## config.mk

```make
export PLATFORM = sky130hd
export DESIGN_NAME = axi_sram_bridge
export DESIGN_NICKNAME = d
export VERILOG_FILES = /design/src/common/bridge_pkg.sv /design/src/common/axi_pkg.sv /design/src/source/axi_sram_bridge.sv /design/src/write/write_engine.sv /design/src/write/line_buffer.sv /design/src/read/read_engine.sv /design/src/read/read_arbiter.sv
export SDC_FILE = /design/constraint.sdc
export NUM_CORES = 1
export LEC_CHECK = 0
export ABC_CLOCK_PERIOD_IN_PS = 30700
export BUFFER_PORTS_ARGS = -buffer_cell sky130_fd_sc_hd__buf_4
export CAP_MARGIN = 20
export CORE_AREA = 2 2 350 352
export DETAILED_ROUTE_END_ITERATION = 10
export DIE_AREA = 0 0 352 354
export GPL_TIMING_DRIVEN = 0
export SYNTH_ARGS = -nofsm -noshare
export SYNTH_HDL_FRONTEND = slang
export SYNTH_SLANG_ARGS = --single-unit
```

## constraint.sdc

```tcl
create_clock -name aclk -period 30.7 [get_ports aclk]
set_input_delay 1.535 -clock aclk [delete_from_list [all_inputs] [get_ports aclk]]
set_output_delay 1.535 -clock aclk [all_outputs]
set_load 0.02 [all_outputs]
```

## src/common/bridge_pkg.sv

```systemverilog
package bridge_pkg;

	// cache side
	localparam int line_w     = 512;
	localparam int line_beats = 16;  // 32-bit words per line
	localparam int beat_cnt_w = 4;

	// read engine
	typedef enum logic [1:0] {
		rd_st_idle,
		rd_st_addr,  // AR waiting for arready
		rd_st_data
	} rd_state_t;

	// write engine
	typedef enum logic [1:0] {
		wr_st_idle,
		wr_st_addr,
		wr_st_data,
		wr_st_resp  // waiting for B
	} wr_state_t;

endpackage

```

## src/common/axi_pkg.sv

```systemverilog
package axi_pkg;

	// bus widths
	localparam int axi_addr_w  = 32;
	localparam int axi_data_w  = 32;
	localparam int axi_strb_w  = 4;
	localparam int axi_id_w    = 4;
	localparam int axi_len_w   = 4;
	localparam int axi_size_w  = 3;
	localparam int axi_burst_w = 2;

	// burst type codes
	localparam logic [axi_burst_w-1:0] burst_fixed = 2'b00;
	localparam logic [axi_burst_w-1:0] burst_incr  = 2'b01;

	// arlen/awlen, beats minus one
	localparam logic [axi_len_w-1:0] len_line   = 4'd15;  // full cache line
	localparam logic [axi_len_w-1:0] len_single = 4'd0;

	// transaction ids
	localparam logic [axi_id_w-1:0] id_icache = 4'd0;
	localparam logic [axi_id_w-1:0] id_dcache = 4'd1;
	localparam logic [axi_id_w-1:0] write_id  = 4'd1;  // awid as tied off outside

endpackage
```

## src/source/axi_sram_bridge.sv

```systemverilog
`timescale 1ns/1ps

module axi_sram_bridge import axi_pkg::*, bridge_pkg::*; (
	input  logic                   aclk,
	input  logic                   aresetn,
	input  logic                   conf_sel,
	// instruction cache
	input  logic                   icache_rd_req,
	input  logic [axi_addr_w-1:0]  icache_rd_addr,
	input  logic [axi_size_w-1:0]  icache_rd_type,
	output logic                   icache_rd_rdy,
	output logic                   icache_ret_valid,
	output logic                   icache_ret_last,
	output logic [axi_data_w-1:0]  icache_ret_data,
	// data cache reads
	input  logic                   dcache_rd_req,
	input  logic [axi_addr_w-1:0]  dcache_rd_addr,
	input  logic [axi_size_w-1:0]  dcache_rd_type,
	output logic                   dcache_rd_rdy,
	output logic                   dcache_ret_valid,
	output logic                   dcache_ret_last,
	output logic [axi_data_w-1:0]  dcache_ret_data,
	// data cache writes
	input  logic                   dcache_wr_req,
	input  logic [axi_addr_w-1:0]  dcache_wr_addr,
	input  logic [axi_size_w-1:0]  dcache_wr_type,
	input  logic [axi_strb_w-1:0]  dcache_wr_wstrb,
	input  logic [line_w-1:0]      dcache_wr_data,
	input  logic [axi_data_w-1:0]  uncache_wr_data,
	output logic                   dcache_wr_rdy,
	// AR
	output logic [axi_id_w-1:0]    arid,
	output logic [axi_addr_w-1:0]  araddr,
	output logic [axi_len_w-1:0]   arlen,
	output logic [axi_size_w-1:0]  arsize,
	output logic [axi_burst_w-1:0] arburst,
	output logic                   arvalid,
	input  logic                   arready,
	// R
	input  logic [axi_id_w-1:0]    rid,
	input  logic [axi_data_w-1:0]  rdata,
	input  logic [1:0]             rresp,
	input  logic                   rlast,
	input  logic                   rvalid,
	output logic                   rready,
	// AW
	output logic [axi_addr_w-1:0]  awaddr,
	output logic [axi_len_w-1:0]   awlen,
	output logic [axi_size_w-1:0]  awsize,
	output logic [axi_burst_w-1:0] awburst,
	output logic                   awvalid,
	input  logic                   awready,
	// W
	output logic [axi_data_w-1:0]  wdata,
	output logic [axi_strb_w-1:0]  wstrb,
	output logic                   wlast,
	output logic                   wvalid,
	input  logic                   wready,
	// B
	input  logic [1:0]             bresp,
	input  logic                   bvalid,
	output logic                   bready
);

	// held read request, arbiter to engine
	logic                   rd_pending;
	logic [axi_addr_w-1:0]  rd_addr;
	logic [axi_size_w-1:0]  rd_size;
	logic [axi_len_w-1:0]   rd_len;
	logic [axi_burst_w-1:0] rd_burst;
	logic [axi_id_w-1:0]    rd_id;
	logic                   rd_done;

	read_arbiter read_arbiter_inst (
		.aclk           (aclk),
		.aresetn        (aresetn),
		.conf_sel       (conf_sel),
		.icache_rd_req  (icache_rd_req),
		.icache_rd_addr (icache_rd_addr),
		.icache_rd_type (icache_rd_type),
		.dcache_rd_req  (dcache_rd_req),
		.dcache_rd_addr (dcache_rd_addr),
		.dcache_rd_type (dcache_rd_type),
		.icache_rd_rdy  (icache_rd_rdy),
		.dcache_rd_rdy  (dcache_rd_rdy),
		.rd_done        (rd_done),
		.rd_pending     (rd_pending),
		.rd_addr        (rd_addr),
		.rd_size        (rd_size),
		.rd_len         (rd_len),
		.rd_burst       (rd_burst),
		.rd_id          (rd_id)
	);

	read_engine read_engine_inst (
		.aclk             (aclk),
		.aresetn          (aresetn),
		.rd_pending       (rd_pending),
		.rd_addr          (rd_addr),
		.rd_size          (rd_size),
		.rd_len           (rd_len),
		.rd_burst         (rd_burst),
		.rd_id            (rd_id),
		.rd_done          (rd_done),
		.arid             (arid),
		.araddr           (araddr),
		.arlen            (arlen),
		.arsize           (arsize),
		.arburst          (arburst),
		.arvalid          (arvalid),
		.arready          (arready),
		.rid              (rid),
		.rdata            (rdata),
		.rresp            (rresp),
		.rlast            (rlast),
		.rvalid           (rvalid),
		.rready           (rready),
		.icache_ret_valid (icache_ret_valid),
		.icache_ret_last  (icache_ret_last),
		.icache_ret_data  (icache_ret_data),
		.dcache_ret_valid (dcache_ret_valid),
		.dcache_ret_last  (dcache_ret_last),
		.dcache_ret_data  (dcache_ret_data)
	);

	write_engine write_engine_inst (
		.aclk            (aclk),
		.aresetn         (aresetn),
		.conf_sel        (conf_sel),
		.dcache_wr_req   (dcache_wr_req),
		.dcache_wr_addr  (dcache_wr_addr),
		.dcache_wr_type  (dcache_wr_type),
		.dcache_wr_wstrb (dcache_wr_wstrb),
		.dcache_wr_data  (dcache_wr_data),
		.uncache_wr_data (uncache_wr_data),
		.dcache_wr_rdy   (dcache_wr_rdy),
		.awaddr          (awaddr),
		.awlen           (awlen),
		.awsize          (awsize),
		.awburst         (awburst),
		.awvalid         (awvalid),
		.awready         (awready),
		.wdata           (wdata),
		.wstrb           (wstrb),
		.wlast           (wlast),
		.wvalid          (wvalid),
		.wready          (wready),
		.bresp           (bresp),
		.bvalid          (bvalid),
		.bready          (bready)
	);

endmodule

```

## src/write/write_engine.sv

```systemverilog
`timescale 1ns/1ps

module write_engine import axi_pkg::*, bridge_pkg::*; (
	input  logic                   aclk,
	input  logic                   aresetn,
	input  logic                   conf_sel,
	input  logic                   dcache_wr_req,
	input  logic [axi_addr_w-1:0]  dcache_wr_addr,
	input  logic [axi_size_w-1:0]  dcache_wr_type,
	input  logic [axi_strb_w-1:0]  dcache_wr_wstrb,
	input  logic [line_w-1:0]      dcache_wr_data,
	input  logic [axi_data_w-1:0]  uncache_wr_data,
	output logic                   dcache_wr_rdy,
	output logic [axi_addr_w-1:0]  awaddr,
	output logic [axi_len_w-1:0]   awlen,
	output logic [axi_size_w-1:0]  awsize,
	output logic [axi_burst_w-1:0] awburst,
	output logic                   awvalid,
	input  logic                   awready,
	output logic [axi_data_w-1:0]  wdata,
	output logic [axi_strb_w-1:0]  wstrb,
	output logic                   wlast,
	output logic                   wvalid,
	input  logic                   wready,
	input  logic [1:0]             bresp,
	input  logic                   bvalid,
	output logic                   bready
);

	wr_state_t state;
	logic      take;
	logic      w_beat;
	logic      uncached_q;  // single-beat FIXED write

	assign dcache_wr_rdy = (state == wr_st_idle);
	assign take          = dcache_wr_req && dcache_wr_rdy;
	assign w_beat        = wvalid && wready;

	always_ff @(posedge aclk) begin
		if (!aresetn) begin
			state <= wr_st_idle;
		end else begin
			case (state)
				wr_st_idle:
					if (take)
						state <= wr_st_addr;
				wr_st_addr:
					if (awready)
						state <= wr_st_data;
				wr_st_data:
					if (w_beat && wlast)
						state <= wr_st_resp;
				wr_st_resp:
					if (bvalid)
						state <= wr_st_idle;  // rdy back one cycle after B
				default:
					state <= wr_st_idle;
			endcase
		end
	end

	always_ff @(posedge aclk) begin
		if (take) begin
			awaddr     <= dcache_wr_addr;
			awsize     <= dcache_wr_type;
			wstrb      <= dcache_wr_wstrb;
			uncached_q <= conf_sel;
		end
	end

	assign awvalid = (state == wr_st_addr);
	assign awlen   = uncached_q ? len_single : len_line;
	assign awburst = uncached_q ? burst_fixed : burst_incr;
	assign wvalid  = (state == wr_st_data);
	assign bready  = (state == wr_st_resp);

	line_buffer line_buffer_inst (
		.aclk     (aclk),
		.aresetn  (aresetn),
		.load     (take),
		.shift    (w_beat),
		.uncached (conf_sel),
		.line     (dcache_wr_data),
		.word     (uncache_wr_data),
		.data     (wdata),
		.last     (wlast)
	);

endmodule

```

## src/write/line_buffer.sv

```systemverilog
`timescale 1ns/1ps

module line_buffer import axi_pkg::*, bridge_pkg::*; (
	input  logic                  aclk,
	input  logic                  aresetn,
	input  logic                  load,
	input  logic                  shift,
	input  logic                  uncached,  // sampled on load
	input  logic [line_w-1:0]     line,
	input  logic [axi_data_w-1:0] word,
	output logic [axi_data_w-1:0] data,
	output logic                  last
);

	logic [line_w-1:0]     buf_q;
	logic [beat_cnt_w-1:0] beat_cnt;
	logic                  single;

	// lowest word goes out first
	always_ff @(posedge aclk) begin
		if (load)
			buf_q <= uncached ? {{(line_w - axi_data_w){1'b0}}, word} : line;
		else if (shift)
			buf_q <= {{axi_data_w{1'b0}}, buf_q[line_w-1:axi_data_w]};
	end

	always_ff @(posedge aclk) begin
		if (!aresetn) begin
			beat_cnt <= '0;
			single   <= 1'b0;
		end else if (load) begin
			beat_cnt <= '0;
			single   <= uncached;
		end else if (shift) begin
			beat_cnt <= beat_cnt + 1'b1;  // wraps after beat 16
		end
	end

	assign data = buf_q[axi_data_w-1:0];
	assign last = single || (beat_cnt == beat_cnt_w'(line_beats - 1));

endmodule

```

## src/read/read_engine.sv

```systemverilog
`timescale 1ns/1ps

module read_engine import axi_pkg::*, bridge_pkg::*; (
	input  logic                   aclk,
	input  logic                   aresetn,
	input  logic                   rd_pending,
	input  logic [axi_addr_w-1:0]  rd_addr,
	input  logic [axi_size_w-1:0]  rd_size,
	input  logic [axi_len_w-1:0]   rd_len,
	input  logic [axi_burst_w-1:0] rd_burst,
	input  logic [axi_id_w-1:0]    rd_id,
	output logic                   rd_done,
	output logic [axi_id_w-1:0]    arid,
	output logic [axi_addr_w-1:0]  araddr,
	output logic [axi_len_w-1:0]   arlen,
	output logic [axi_size_w-1:0]  arsize,
	output logic [axi_burst_w-1:0] arburst,
	output logic                   arvalid,
	input  logic                   arready,
	input  logic [axi_id_w-1:0]    rid,
	input  logic [axi_data_w-1:0]  rdata,
	input  logic [1:0]             rresp,
	input  logic                   rlast,
	input  logic                   rvalid,
	output logic                   rready,
	output logic                   icache_ret_valid,
	output logic                   icache_ret_last,
	output logic [axi_data_w-1:0]  icache_ret_data,
	output logic                   dcache_ret_valid,
	output logic                   dcache_ret_last,
	output logic [axi_data_w-1:0]  dcache_ret_data
);

	rd_state_t state;
	logic      beat;
	logic      to_icache;
	logic      to_dcache;

	always_ff @(posedge aclk) begin
		if (!aresetn) begin
			state <= rd_st_idle;
		end else begin
			case (state)
				rd_st_idle:
					if (rd_pending)
						state <= arready ? rd_st_data : rd_st_addr;
				rd_st_addr:
					if (arready)
						state <= rd_st_data;
				rd_st_data:
					if (rd_done)
						state <= rd_st_idle;
				default:
					state <= rd_st_idle;
			endcase
		end
	end

	// AR goes out the cycle after the cache handshake
	assign arvalid = (state == rd_st_idle && rd_pending) || state == rd_st_addr;
	assign arid    = rd_id;
	assign araddr  = rd_addr;
	assign arlen   = rd_len;
	assign arsize  = rd_size;
	assign arburst = rd_burst;

	assign rready  = (state == rd_st_data);
	assign beat    = rvalid && rready;
	assign rd_done = beat && rlast;

	// steer each beat by rid
	assign to_icache = beat && (rid == id_icache);
	assign to_dcache = beat && (rid == id_dcache);

	assign icache_ret_valid = to_icache;
	assign icache_ret_last  = to_icache && rlast;
	assign icache_ret_data  = rdata;
	assign dcache_ret_valid = to_dcache;
	assign dcache_ret_last  = to_dcache && rlast;
	assign dcache_ret_data  = rdata;

endmodule

```

## src/read/read_arbiter.sv

```systemverilog
`timescale 1ns/1ps

module read_arbiter import axi_pkg::*; (
	input  logic                   aclk,
	input  logic                   aresetn,
	input  logic                   conf_sel,
	input  logic                   icache_rd_req,
	input  logic [axi_addr_w-1:0]  icache_rd_addr,
	input  logic [axi_size_w-1:0]  icache_rd_type,
	input  logic                   dcache_rd_req,
	input  logic [axi_addr_w-1:0]  dcache_rd_addr,
	input  logic [axi_size_w-1:0]  dcache_rd_type,
	output logic                   icache_rd_rdy,
	output logic                   dcache_rd_rdy,
	input  logic                   rd_done,
	output logic                   rd_pending,
	output logic [axi_addr_w-1:0]  rd_addr,
	output logic [axi_size_w-1:0]  rd_size,
	output logic [axi_len_w-1:0]   rd_len,
	output logic [axi_burst_w-1:0] rd_burst,
	output logic [axi_id_w-1:0]    rd_id
);

	logic take_i;
	logic take_d;

	// icache has priority whenever the slot is free
	assign icache_rd_rdy = !rd_pending;
	assign dcache_rd_rdy = !rd_pending && !icache_rd_req;

	assign take_i = icache_rd_req && icache_rd_rdy;
	assign take_d = dcache_rd_req && dcache_rd_rdy;

	always_ff @(posedge aclk) begin
		if (!aresetn)
			rd_pending <= 1'b0;
		else if (rd_done)
			rd_pending <= 1'b0;  // last beat gone, slot free next cycle
		else if (take_i || take_d)
			rd_pending <= 1'b1;
	end

	always_ff @(posedge aclk) begin
		if (take_i) begin
			rd_addr  <= icache_rd_addr;
			rd_size  <= icache_rd_type;
			rd_id    <= id_icache;
			rd_len   <= len_line;
			rd_burst <= burst_incr;
		end else if (take_d) begin
			rd_addr  <= dcache_rd_addr;
			rd_size  <= dcache_rd_type;
			rd_id    <= id_dcache;
			// uncached loads fetch one word only
			rd_len   <= conf_sel ? len_single : len_line;
			rd_burst <= conf_sel ? burst_fixed : burst_incr;
		end
	end

endmodule

```

; ---- Word-level counts from Yosys, hierarchy flattened
; Cells that the tools add are included.
[word_totals]
regBits = 604
input_bits = 705
output_inout_bits = 199
[op_classes]
add_sub_neg = 1
n_eq_ne = 14
n_mux = 21
n_bitwise = 1
reduce_logical = 27
[ops]
columns = op, n
row1 = 512-bit two-way mux, 3
row2 = 32-bit two-way mux, 2
row3 = 2-bit two-way mux, 8
row4 = 1-bit logical AND, 13
row5 = 2-bit inequality test (second input constant), 6
row6 = 4-bit two-way mux, 2
row7 = 2-bit case mux with 4 select lines, 1
row8 = 2-bit equality test (second input constant), 3
row9 = 3-bit two-way mux, 2
row10 = 2-bit case mux with 3 select lines, 1
row11 = 4-bit by 1-bit adder with 4-bit output (second input constant), 1
row12 = 2-bit by 1-bit equality test with 1-bit output (second input constant), 2
row13 = 4-bit by 1-bit equality test with 1-bit output (second input constant), 1
row14 = 4-bit equality test (second input constant), 1
row15 = 2-bit zero test, 2
row16 = 4-bit zero test, 1
row17 = 4-bit AND reduction, 1
row18 = 2-bit nonzero test, 2
row19 = 2-bit OR reduction, 2
row20 = 1-bit logical OR, 3
row21 = 3-bit AND reduction, 1
row22 = 1-bit zero test, 2
row23 = 1-bit two-way mux, 2
row24 = 2-bit by 1-bit inequality test with 1-bit output (second input constant), 1
row25 = 1-bit NOT, 1

; ---- Longest topological paths before layout
; Gate-level depths: netlist of the first run.
[depth]
word_depth = 5
ltp_mapped = 8
ltp_nobuf = 6

; ---- Hierarchy
; A second synthesis of the first run with hierarchy kept.
[hier_totals]
hier_cells = 1550
hier_area_um2 = 25570.8
[by_module_without_submodules]
columns = mod, instances, cells_each, area_per_inst_um2
row1 = line_buffer, 1, 1258, 21266.6
row2 = read_arbiter, 1, 97, 1823.0
row3 = write_engine, 1, 69, 1472.7
row4 = read_engine, 1, 126, 1008.5

; ---- Worst setup path after synthesis of the first run
; OpenSTA, ideal clock, no wires.
[synth_timing]
kind = input port to flip-flop
startpoint = input port dcache_wr_req
endpoint = register write_engine_inst.line_buffer_inst.buf_q[0], enable pin
setup_time_ns = 3.690
arrival_ns = 10.338
setup_slack_ns = 16.672
stages = 5
path_buffers = 3
path_cell_list = nand2_2 -> buf_4 -> buf_4 -> buf_2 -> nand2_1
[synth_via]
elab_chain_cells = 2
[synth_lines]
columns = item, line
row1 = "start, declared", axi_sram_bridge.sv:24  ; input logic dcache_wr_req,
row2 = 1-bit logical AND, write_engine.sv:36  ; assign take = dcache_wr_req && dcache_wr_rdy;
row3 = 2-bit nonzero test (no line), n/a
row4 = "end signal, assigned", line_buffer.sv:22  ; buf_q <= uncached ? {{(line_w - axi_data_w){1'b0}}, word} : line;
row5 = "end signal, assigned", line_buffer.sv:24  ; buf_q <= {{axi_data_w{1'b0}}, buf_q[line_w-1:axi_data_w]};
row6 = "end, declared", line_buffer.sv:15  ; logic [line_w-1:0] buf_q;
; No other way between the ends.
; A chain may end at the register's enable or synchronous reset.

; ---- Worst setup path after layout of the first run
[layout_timing]
startpoint = input port dcache_wr_req
endpoint = register write_engine_inst.line_buffer_inst.buf_q[495], enable pin
; Same word-level chain as after synthesis.

==> run metrics, run 1 <==
clock sink count=599; Layout area overhead=44.3%; sequential fraction of the synthesis area=71.3%; Critical Path Fanout Max=69; Fmax achieved=0.219 GHz; Clock transition at path regs=0.06 ns; fillers=12.1k; die area=125000 µm²; cts hold-fix bufs=0; Max transition margin=36.9%; CP Data Arrival Time=4.86 ns; Longest Clk Path Bufs=3; drt drc=0; cell area power density=95.1 nW/µm²; TritonCTS clock tree=yes; grt ovf=0; chip width=352 µm; Slew @ Worst Pin=0.947 ns; minimum clock period=4.56 ns; Port Buffer Count=862; GP Congestion=0.852; clock skew=0.0192 ns; Crit. End Element=register; layout cells sized above 1=49.3%; Ys Warns=0; height of the die=354 µm; Slew Limit Fails=0; Fin Hold WS=0.451 ns; reg2reg end=write_engine_inst.line_buffer_inst.buf_q[495]$_SDFFCE_PP0P_; hold path cells=1; Detailed Route Iter0 Violations=999; WL final=106000 µm; placeable core area=121000 µm²; via count=17.3k; worst r2r src=write_engine_inst.state[1]$_SDFFE_PN0P_; Multi-input gate area=5510 µm²; Yosys reg bits=599; Cells after Synth=1504; Synth Cell Area=25100 µm²; # rows=128; most frequent cells in the layout=998 x buf_4, 587 x edfxtp_1, 448 x a22o_1; CTS buffer count=72; leakage=0.0146 µW; Distinct cells, synth=34; CP Data Required Time=31.00 ns; Final Hold Viols=0; status=finished, final reports clean; Detail Route Antenna Nets=0; Post-DP HPWL=84800 µm; Setup-failing EPs final=0; Starting Density=20.7%; num ports=904; post-DR wirelength/cell=25.5 µm; first-pass GRT wire length=140000 µm; crit path capture=write_engine_inst.line_buffer_inst.buf_q[495]$_SDFFCE_PP0P_; Post-CTS Repair Setup Buffers=0; critical path class=in2reg; drt via density=4.17; Root Buffer=clkbuf_16; commonest non-fill, non-tap cell in the layout=buf_4; CP startpoint=dcache_wr_req; worst skew pair latency=0.63 ns; crit share post-route=14.9%; setup TNS=0 ns; maximum vdd ir drop=0.0576 mV; Hold WC Path Type=reg2reg; syn avg cell area=16.7 µm²; Reg area=17900 µm²; reg2reg path depth=12; max cap viols=0; pin count of the biggest net entering global routing=70; hold_sp=read_engine_inst.state[1]$_SDFFE_PN0P_; CP Launch Type=input port; Final Net Count=3163; CTS-repair resized insts=0; initial antenna violation count=41; TritonRoute pass-1 iters=6; reg2reg setup slack=26.35 ns; H-tree levels=3; RSZ-0062 raised after global routing=no; Tot GR Track Use=16.4%; vias in the first global route=17.6k
## worst max-delay path, stage by stage
cell and delay [ns]:
buf_4 0.11, nand2_2 0.09, buf_4 0.25, buf_4 0.22
buf_2 0.24, nand2_4 0.46, buf_16 0.35, buf_16 0.34
buf_16 0.32, buf_16 0.33, buf_16 0.35
## cells in the mapped netlist (all sizes together)
cell / instances / area, µm²
o311a: 1 / 10.0
o221ai: 1 / 8.76
buf: 217 / 1660
conb: 1 / 3.75
nor2: 14 / 55.1
or3: 1 / 6.26
a31oi: 1 / 6.26
dfxtp: 12 / 240
mux2i: 33 / 330
nor2b: 3 / 18.8
nor4b: 1 / 8.76
xor2: 2 / 17.5
o221a: 1 / 11.3
a22o: 448 / 3920
mux2: 35 / 394
nand2b: 2 / 12.5
or2: 1 / 6.26
inv: 7 / 26.3
edfxtp: 587 / 17600
a31o: 1 / 8.76
a21oi: 4 / 20.0
and2: 32 / 200
nor3: 1 / 5.00
a21boi: 1 / 7.51
nand2: 44 / 168
o21ai: 33 / 165
a22oi: 1 / 7.51
nand3: 4 / 20.0
clkbuf: 10 / 37.5
ha: 5 / 62.6
## state kept, by name, summed over array words and instances, names as in the netlist
signal                                       cells
write_engine_inst.awsize                         3
write_engine_inst.state                          2
write_engine_inst.uncached_q                     1
read_arbiter_inst.rd_id                          1
read_arbiter_inst.rd_addr                       32
read_arbiter_inst.rd_pending                     1
write_engine_inst.line_buffer_inst.beat_cnt      4
write_engine_inst.line_buffer_inst.buf_q       512
read_engine_inst.state                           2
write_engine_inst.wstrb                          4
write_engine_inst.awaddr                        32
read_arbiter_inst.rd_len                         1
read_arbiter_inst.rd_size                        3
write_engine_inst.line_buffer_inst.single        1
## cell type report
| type | count | area share [%] |
|---|---|---|
| Sequential cell | 599 | 49.4 |
| Timing Repair Buffer | 871 | 18.6 |
| Multi-Input combinational cell | 675 | 15.2 |
| Tap cell | 1625 | 5.62 |
| Clock buffer | 88 | 5.21 |
| Buffer | 227 | 4.69 |
| Clock inverter | 44 | 1.11 |
| Antenna cell | 15 | 0.104 |
| Inverter | 7 | 0.0727 |
## where the power goes
part	total, µW	internal (µW)	switching [µW]
sequential	1510	1400	108
combinational	1080	465	618
clock	845	484	361
## how the worst min path moves through the flow
stage,slack (ns),endpoint
4_1_cts,0.45,read_engine_inst.state[0]$_SDFFE_PN0P_
6_report,0.45,read_engine_inst.state[0]$_SDFFE_PN0P_
2_1_floorplan,0.41,read_engine_inst.state[0]$_SDFFE_PN0P_
3_3_place_gp,0.42,read_engine_inst.state[0]$_SDFFE_PN0P_
5_1_grt,0.49,read_engine_inst.state[0]$_SDFFE_PN0P_
3_5_place_dp,0.44,read_engine_inst.state[0]$_SDFFE_PN0P_
## cell families after synthesis
group           count (synthesis)  synth area share [%]
flops                         599                  71.3
compound gates                492                  16.6
buf+inv                       234                  6.87
simple gates                  103                  2.00
mux                            68                  2.89
fa+ha+maj                       5                 0.250
xor+xnor                        2                0.0699
other cells                     1                0.0150
## layer usage
metal  vias up  global-route usage [%]  wire, µm
met5         -                       0       208
met4        28                    5.93      3280
met1      8463                    16.8     36700
met2       718                    31.3     57900
met3       173                    4.87      7750
li1       7910                       -         -
## stage by stage
step	instances	setup WS (ns)	cell area [µm²]	util (%)	power (µW)
after detailed placement	4004	25.44	33800	28.0	2640
after global routing	4149	25.95	36200	29.9	3600
final	4151	26.14	36200	29.9	3440
after global placement	3995	10.25	33600	27.8	2850
after CTS	4136	26.14	36100	29.9	3500
after floorplan	1508	16.67	25100	-	2290
Power figures use the tool's default switching activity.
==> run 2, diff against run 1 <==
Settings changed: ABC_CLOCK_PERIOD_IN_PS 30700 to 4400.
Clock period 30.7 ns to 4.4 ns, I/O delays scaled along.
==> run metrics, run 2 (synthesized netlist as in run 1, its figures left out) <==
Psw=7830 µW (+620%); Max transition margin=35.9% (-0.95 points); Final Hold Viols=0 (unchanged); reg2reg end=write_engine_inst.line_buffer_inst.buf_q[398]$_DFFE_PP_; die area=125000 µm² (unchanged); Hold WC Path Type=in2reg; reg2reg setup slack=0.30 ns (-26.05 ns); CTS buffer count=71 (-1.4%); worst skew pair latency=0.62 ns (about the same); Starting Density=20.7% (unchanged); GP Congestion=0.835 (-2.0%); TritonRoute pass-1 iters=5 (-1); Port Buffer Count=862 (unchanged); clock sink count=599 (unchanged); maximum vdd ir drop=0.520 mV (+800%); Tot GR Track Use=17.5% (+1.1 points); max cap viols=0 (unchanged); height of the die=354 µm (unchanged); layout cells sized above 1=39.3% (-10 points); pre-CTS WS=0.00560 ns (-25.43 ns); Longest Clk Path Bufs=3 (unchanged); Top reg by flops=write_engine_inst.line_buffer_inst.buf_q; Root Buffer=clkbuf_16; Post-CTS Repair Setup Buffers=0 (unchanged); Detail Route Antenna Nets=0 (unchanged); num ports=904 (unchanged); clock skew=0.0232 ns (+0.00398 ns); cell area power density=577 nW/µm² (+510%); CTS-repair resized insts=0 (unchanged); placed cells=4000 (-0.10%); Slew Limit Fails=0 (unchanged); max reg flops=512 (unchanged); initial antenna violation count=28 (-32%); grt ovf=0 (unchanged); drt via density=4.19 (+0.58%); vias in the first global route=21.6k (+22%); # rows=128 (unchanged); Largest regs=write_engine_inst.line_buffer_inst.buf_q x512, read_arbiter_inst.rd_addr x32, write_engine_inst.awaddr x32; status=finished, final reports clean; Setup-failing EPs final=0 (unchanged); Fin Hold WS=0.0635 ns (-0.388 ns); switching power share of the total=32.0% (+0.39 points); critical path class=reg2reg; crit share post-route=93.2%; CP startpoint=write_engine_inst.state[0]$_SDFFE_PN0P_; crit path capture=write_engine_inst.line_buffer_inst.buf_q[398]$_DFFE_PP_; Detailed Route Iter0 Violations=1210 (+21%); Layout area overhead=69.1%; pin count of the biggest net entering global routing=115 (+64%); placeable core area=121000 µm² (unchanged); reg2reg path depth=10 (-2); CP Data Required Time=4.65 ns (-26.35 ns); most frequent cells in the layout=998 x buf_4, 636 x dlygate4sd3_1, 587 x edfxtp_1; chip width=352 µm (unchanged); worst r2r src=write_engine_inst.state[0]$_SDFFE_PN0P_; leakage=0.0171 µW (+18%); commonest non-fill, non-tap cell in the layout=buf_4; TritonCTS clock tree=yes; setup TNS=0 ns (unchanged); CP Data Arrival Time=4.35 ns (-0.51 ns); fillers=11.5k (-4.9%); Final Net Count=3795 (+20%); via count=20.0k (+16%); Crit. End Element=register; WL final=113000 µm (+7.1%); RSZ-0062 raised after global routing=no; Clk pwr share=23.6% (-1.0 points); CP Launch Type=register; Clock transition at path regs=0.06 ns (about the same); H-tree levels=3 (unchanged); Fmax achieved=0.244 GHz; drt drc=0 (unchanged); total power=24500 µW (+610%); Final WS setup=0.297 ns (-25.84 ns); Logic pwr share=33.0% (+1.5 points); minimum clock period=4.10 ns; Sequential Power Share=43.3% (-0.6 points); first-pass GRT wire length=154000 µm (+9.8%); final instance count without filler cells=4780 (+15%); internal power=16600 µW (+610%); Slew @ Worst Pin=0.961 ns (+0.0143 ns); post-DR wirelength/cell=23.7 µm (-7.0%); Critical Path Fanout Max=114 (+65%); Post-DP HPWL=84500 µm (-0.36%)
==> run 2: cell types whose count changed in the layout (fill, tap and decap cells not counted), sizes merged, moves of 4 or more <==
cell / before / now
buf: 1088 / 1084
clkbuf: 98 / 94
diode: 15 / 19
dlygate4sd3: 0 / 636
==> run 2: through the flow <==
stage / utilization [%] / instance area [µm²]
2_1_floorplan: - / 25100
3_3_place_gp: 27.8 / 33600
3_5_place_dp: 27.9 / 33700
4_1_cts: 35.0 / 42300
5_1_grt: 35.0 / 42400
6_report: 35.1 / 42400
==> run 2: repair_timing <==
action	in CTS	in global routing
hold buffers	636	0
hold endpoints to repair	580	0
setup endpoints to repair	55	0
==> run 2: power groups by stage <==
| stage | combinational (µW) | sequential [µW] | clock (µW) |
|---|---|---|---|
| after floorplan | 4300 | 10600 | 0 |
| after global placement | 7470 | 10900 | 0 |
| after detailed placement | 7710 | 10700 | 0 |
| after CTS | 8260 | 10600 | 5920 |
| after global routing | 8670 | 10800 | 6100 |
| final | 8090 | 10600 | 5780 |
==> run 2: worst min-delay path by stage <==
stage                            start  depth (start not counted)                                                endpoint  slack, ns
global placement               arready                          2                  read_engine_inst.state[0]$_SDFFE_PN0P_       0.40
global route         dcache_wr_data[8]                          3   write_engine_inst.line_buffer_inst.buf_q[8]$_DFFE_PP_       0.01
CTS                 dcache_wr_data[20]                          3  write_engine_inst.line_buffer_inst.buf_q[20]$_DFFE_PP_      0.003
detailed placement             arready                          2                  read_engine_inst.state[0]$_SDFFE_PN0P_       0.40
floorplan                      arready                          1                  read_engine_inst.state[0]$_SDFFE_PN0P_       0.30
finish               dcache_wr_data[8]                          3   write_engine_inst.line_buffer_inst.buf_q[8]$_DFFE_PP_       0.06
==> run 2: cell type report <==
| class | instances | area (µm²) | area share, % |
|---|---|---|---|
| Clock inverter | 40 | 344 | 0.812 |
| Buffer | 227 | 1700 | 4.00 |
| Antenna cell | 19 | 47.5 | 0.112 |
| Multi-Input combinational cell | 676 | 5530 | 13.0 |
| Timing Repair Buffer | 1503 | 13000 | 30.6 |
| Clock buffer | 84 | 1870 | 4.41 |
| Sequential cell | 599 | 17900 | 42.2 |
| Inverter | 7 | 26.3 | 0.0620 |
| Tap cell | 1625 | 2030 | 4.80 |
==> run 2: routing by layer <==
layer | GRT usage (%) | up-vias | routed length, µm
met5 | 0 | - | 99
met4 | 7.06 | 16 | 4510
li1 | - | 9187 | -
met1 | 18.0 | 9784 | 40300
met2 | 33.6 | 840 | 61800
met3 | 4.27 | 200 | 6670
==> run 2: worst max-delay path, cell delays in order (launching register included) <==
cell	delay, ns
dfxtp_1	0.34
inv_1	0.09
ha_1	0.24
nand2_2	0.17
buf_4	0.26
buf_4	0.22
buf_2	0.27
nand2_8	0.38
buf_16	0.41
buf_16	0.44
buf_16	0.47
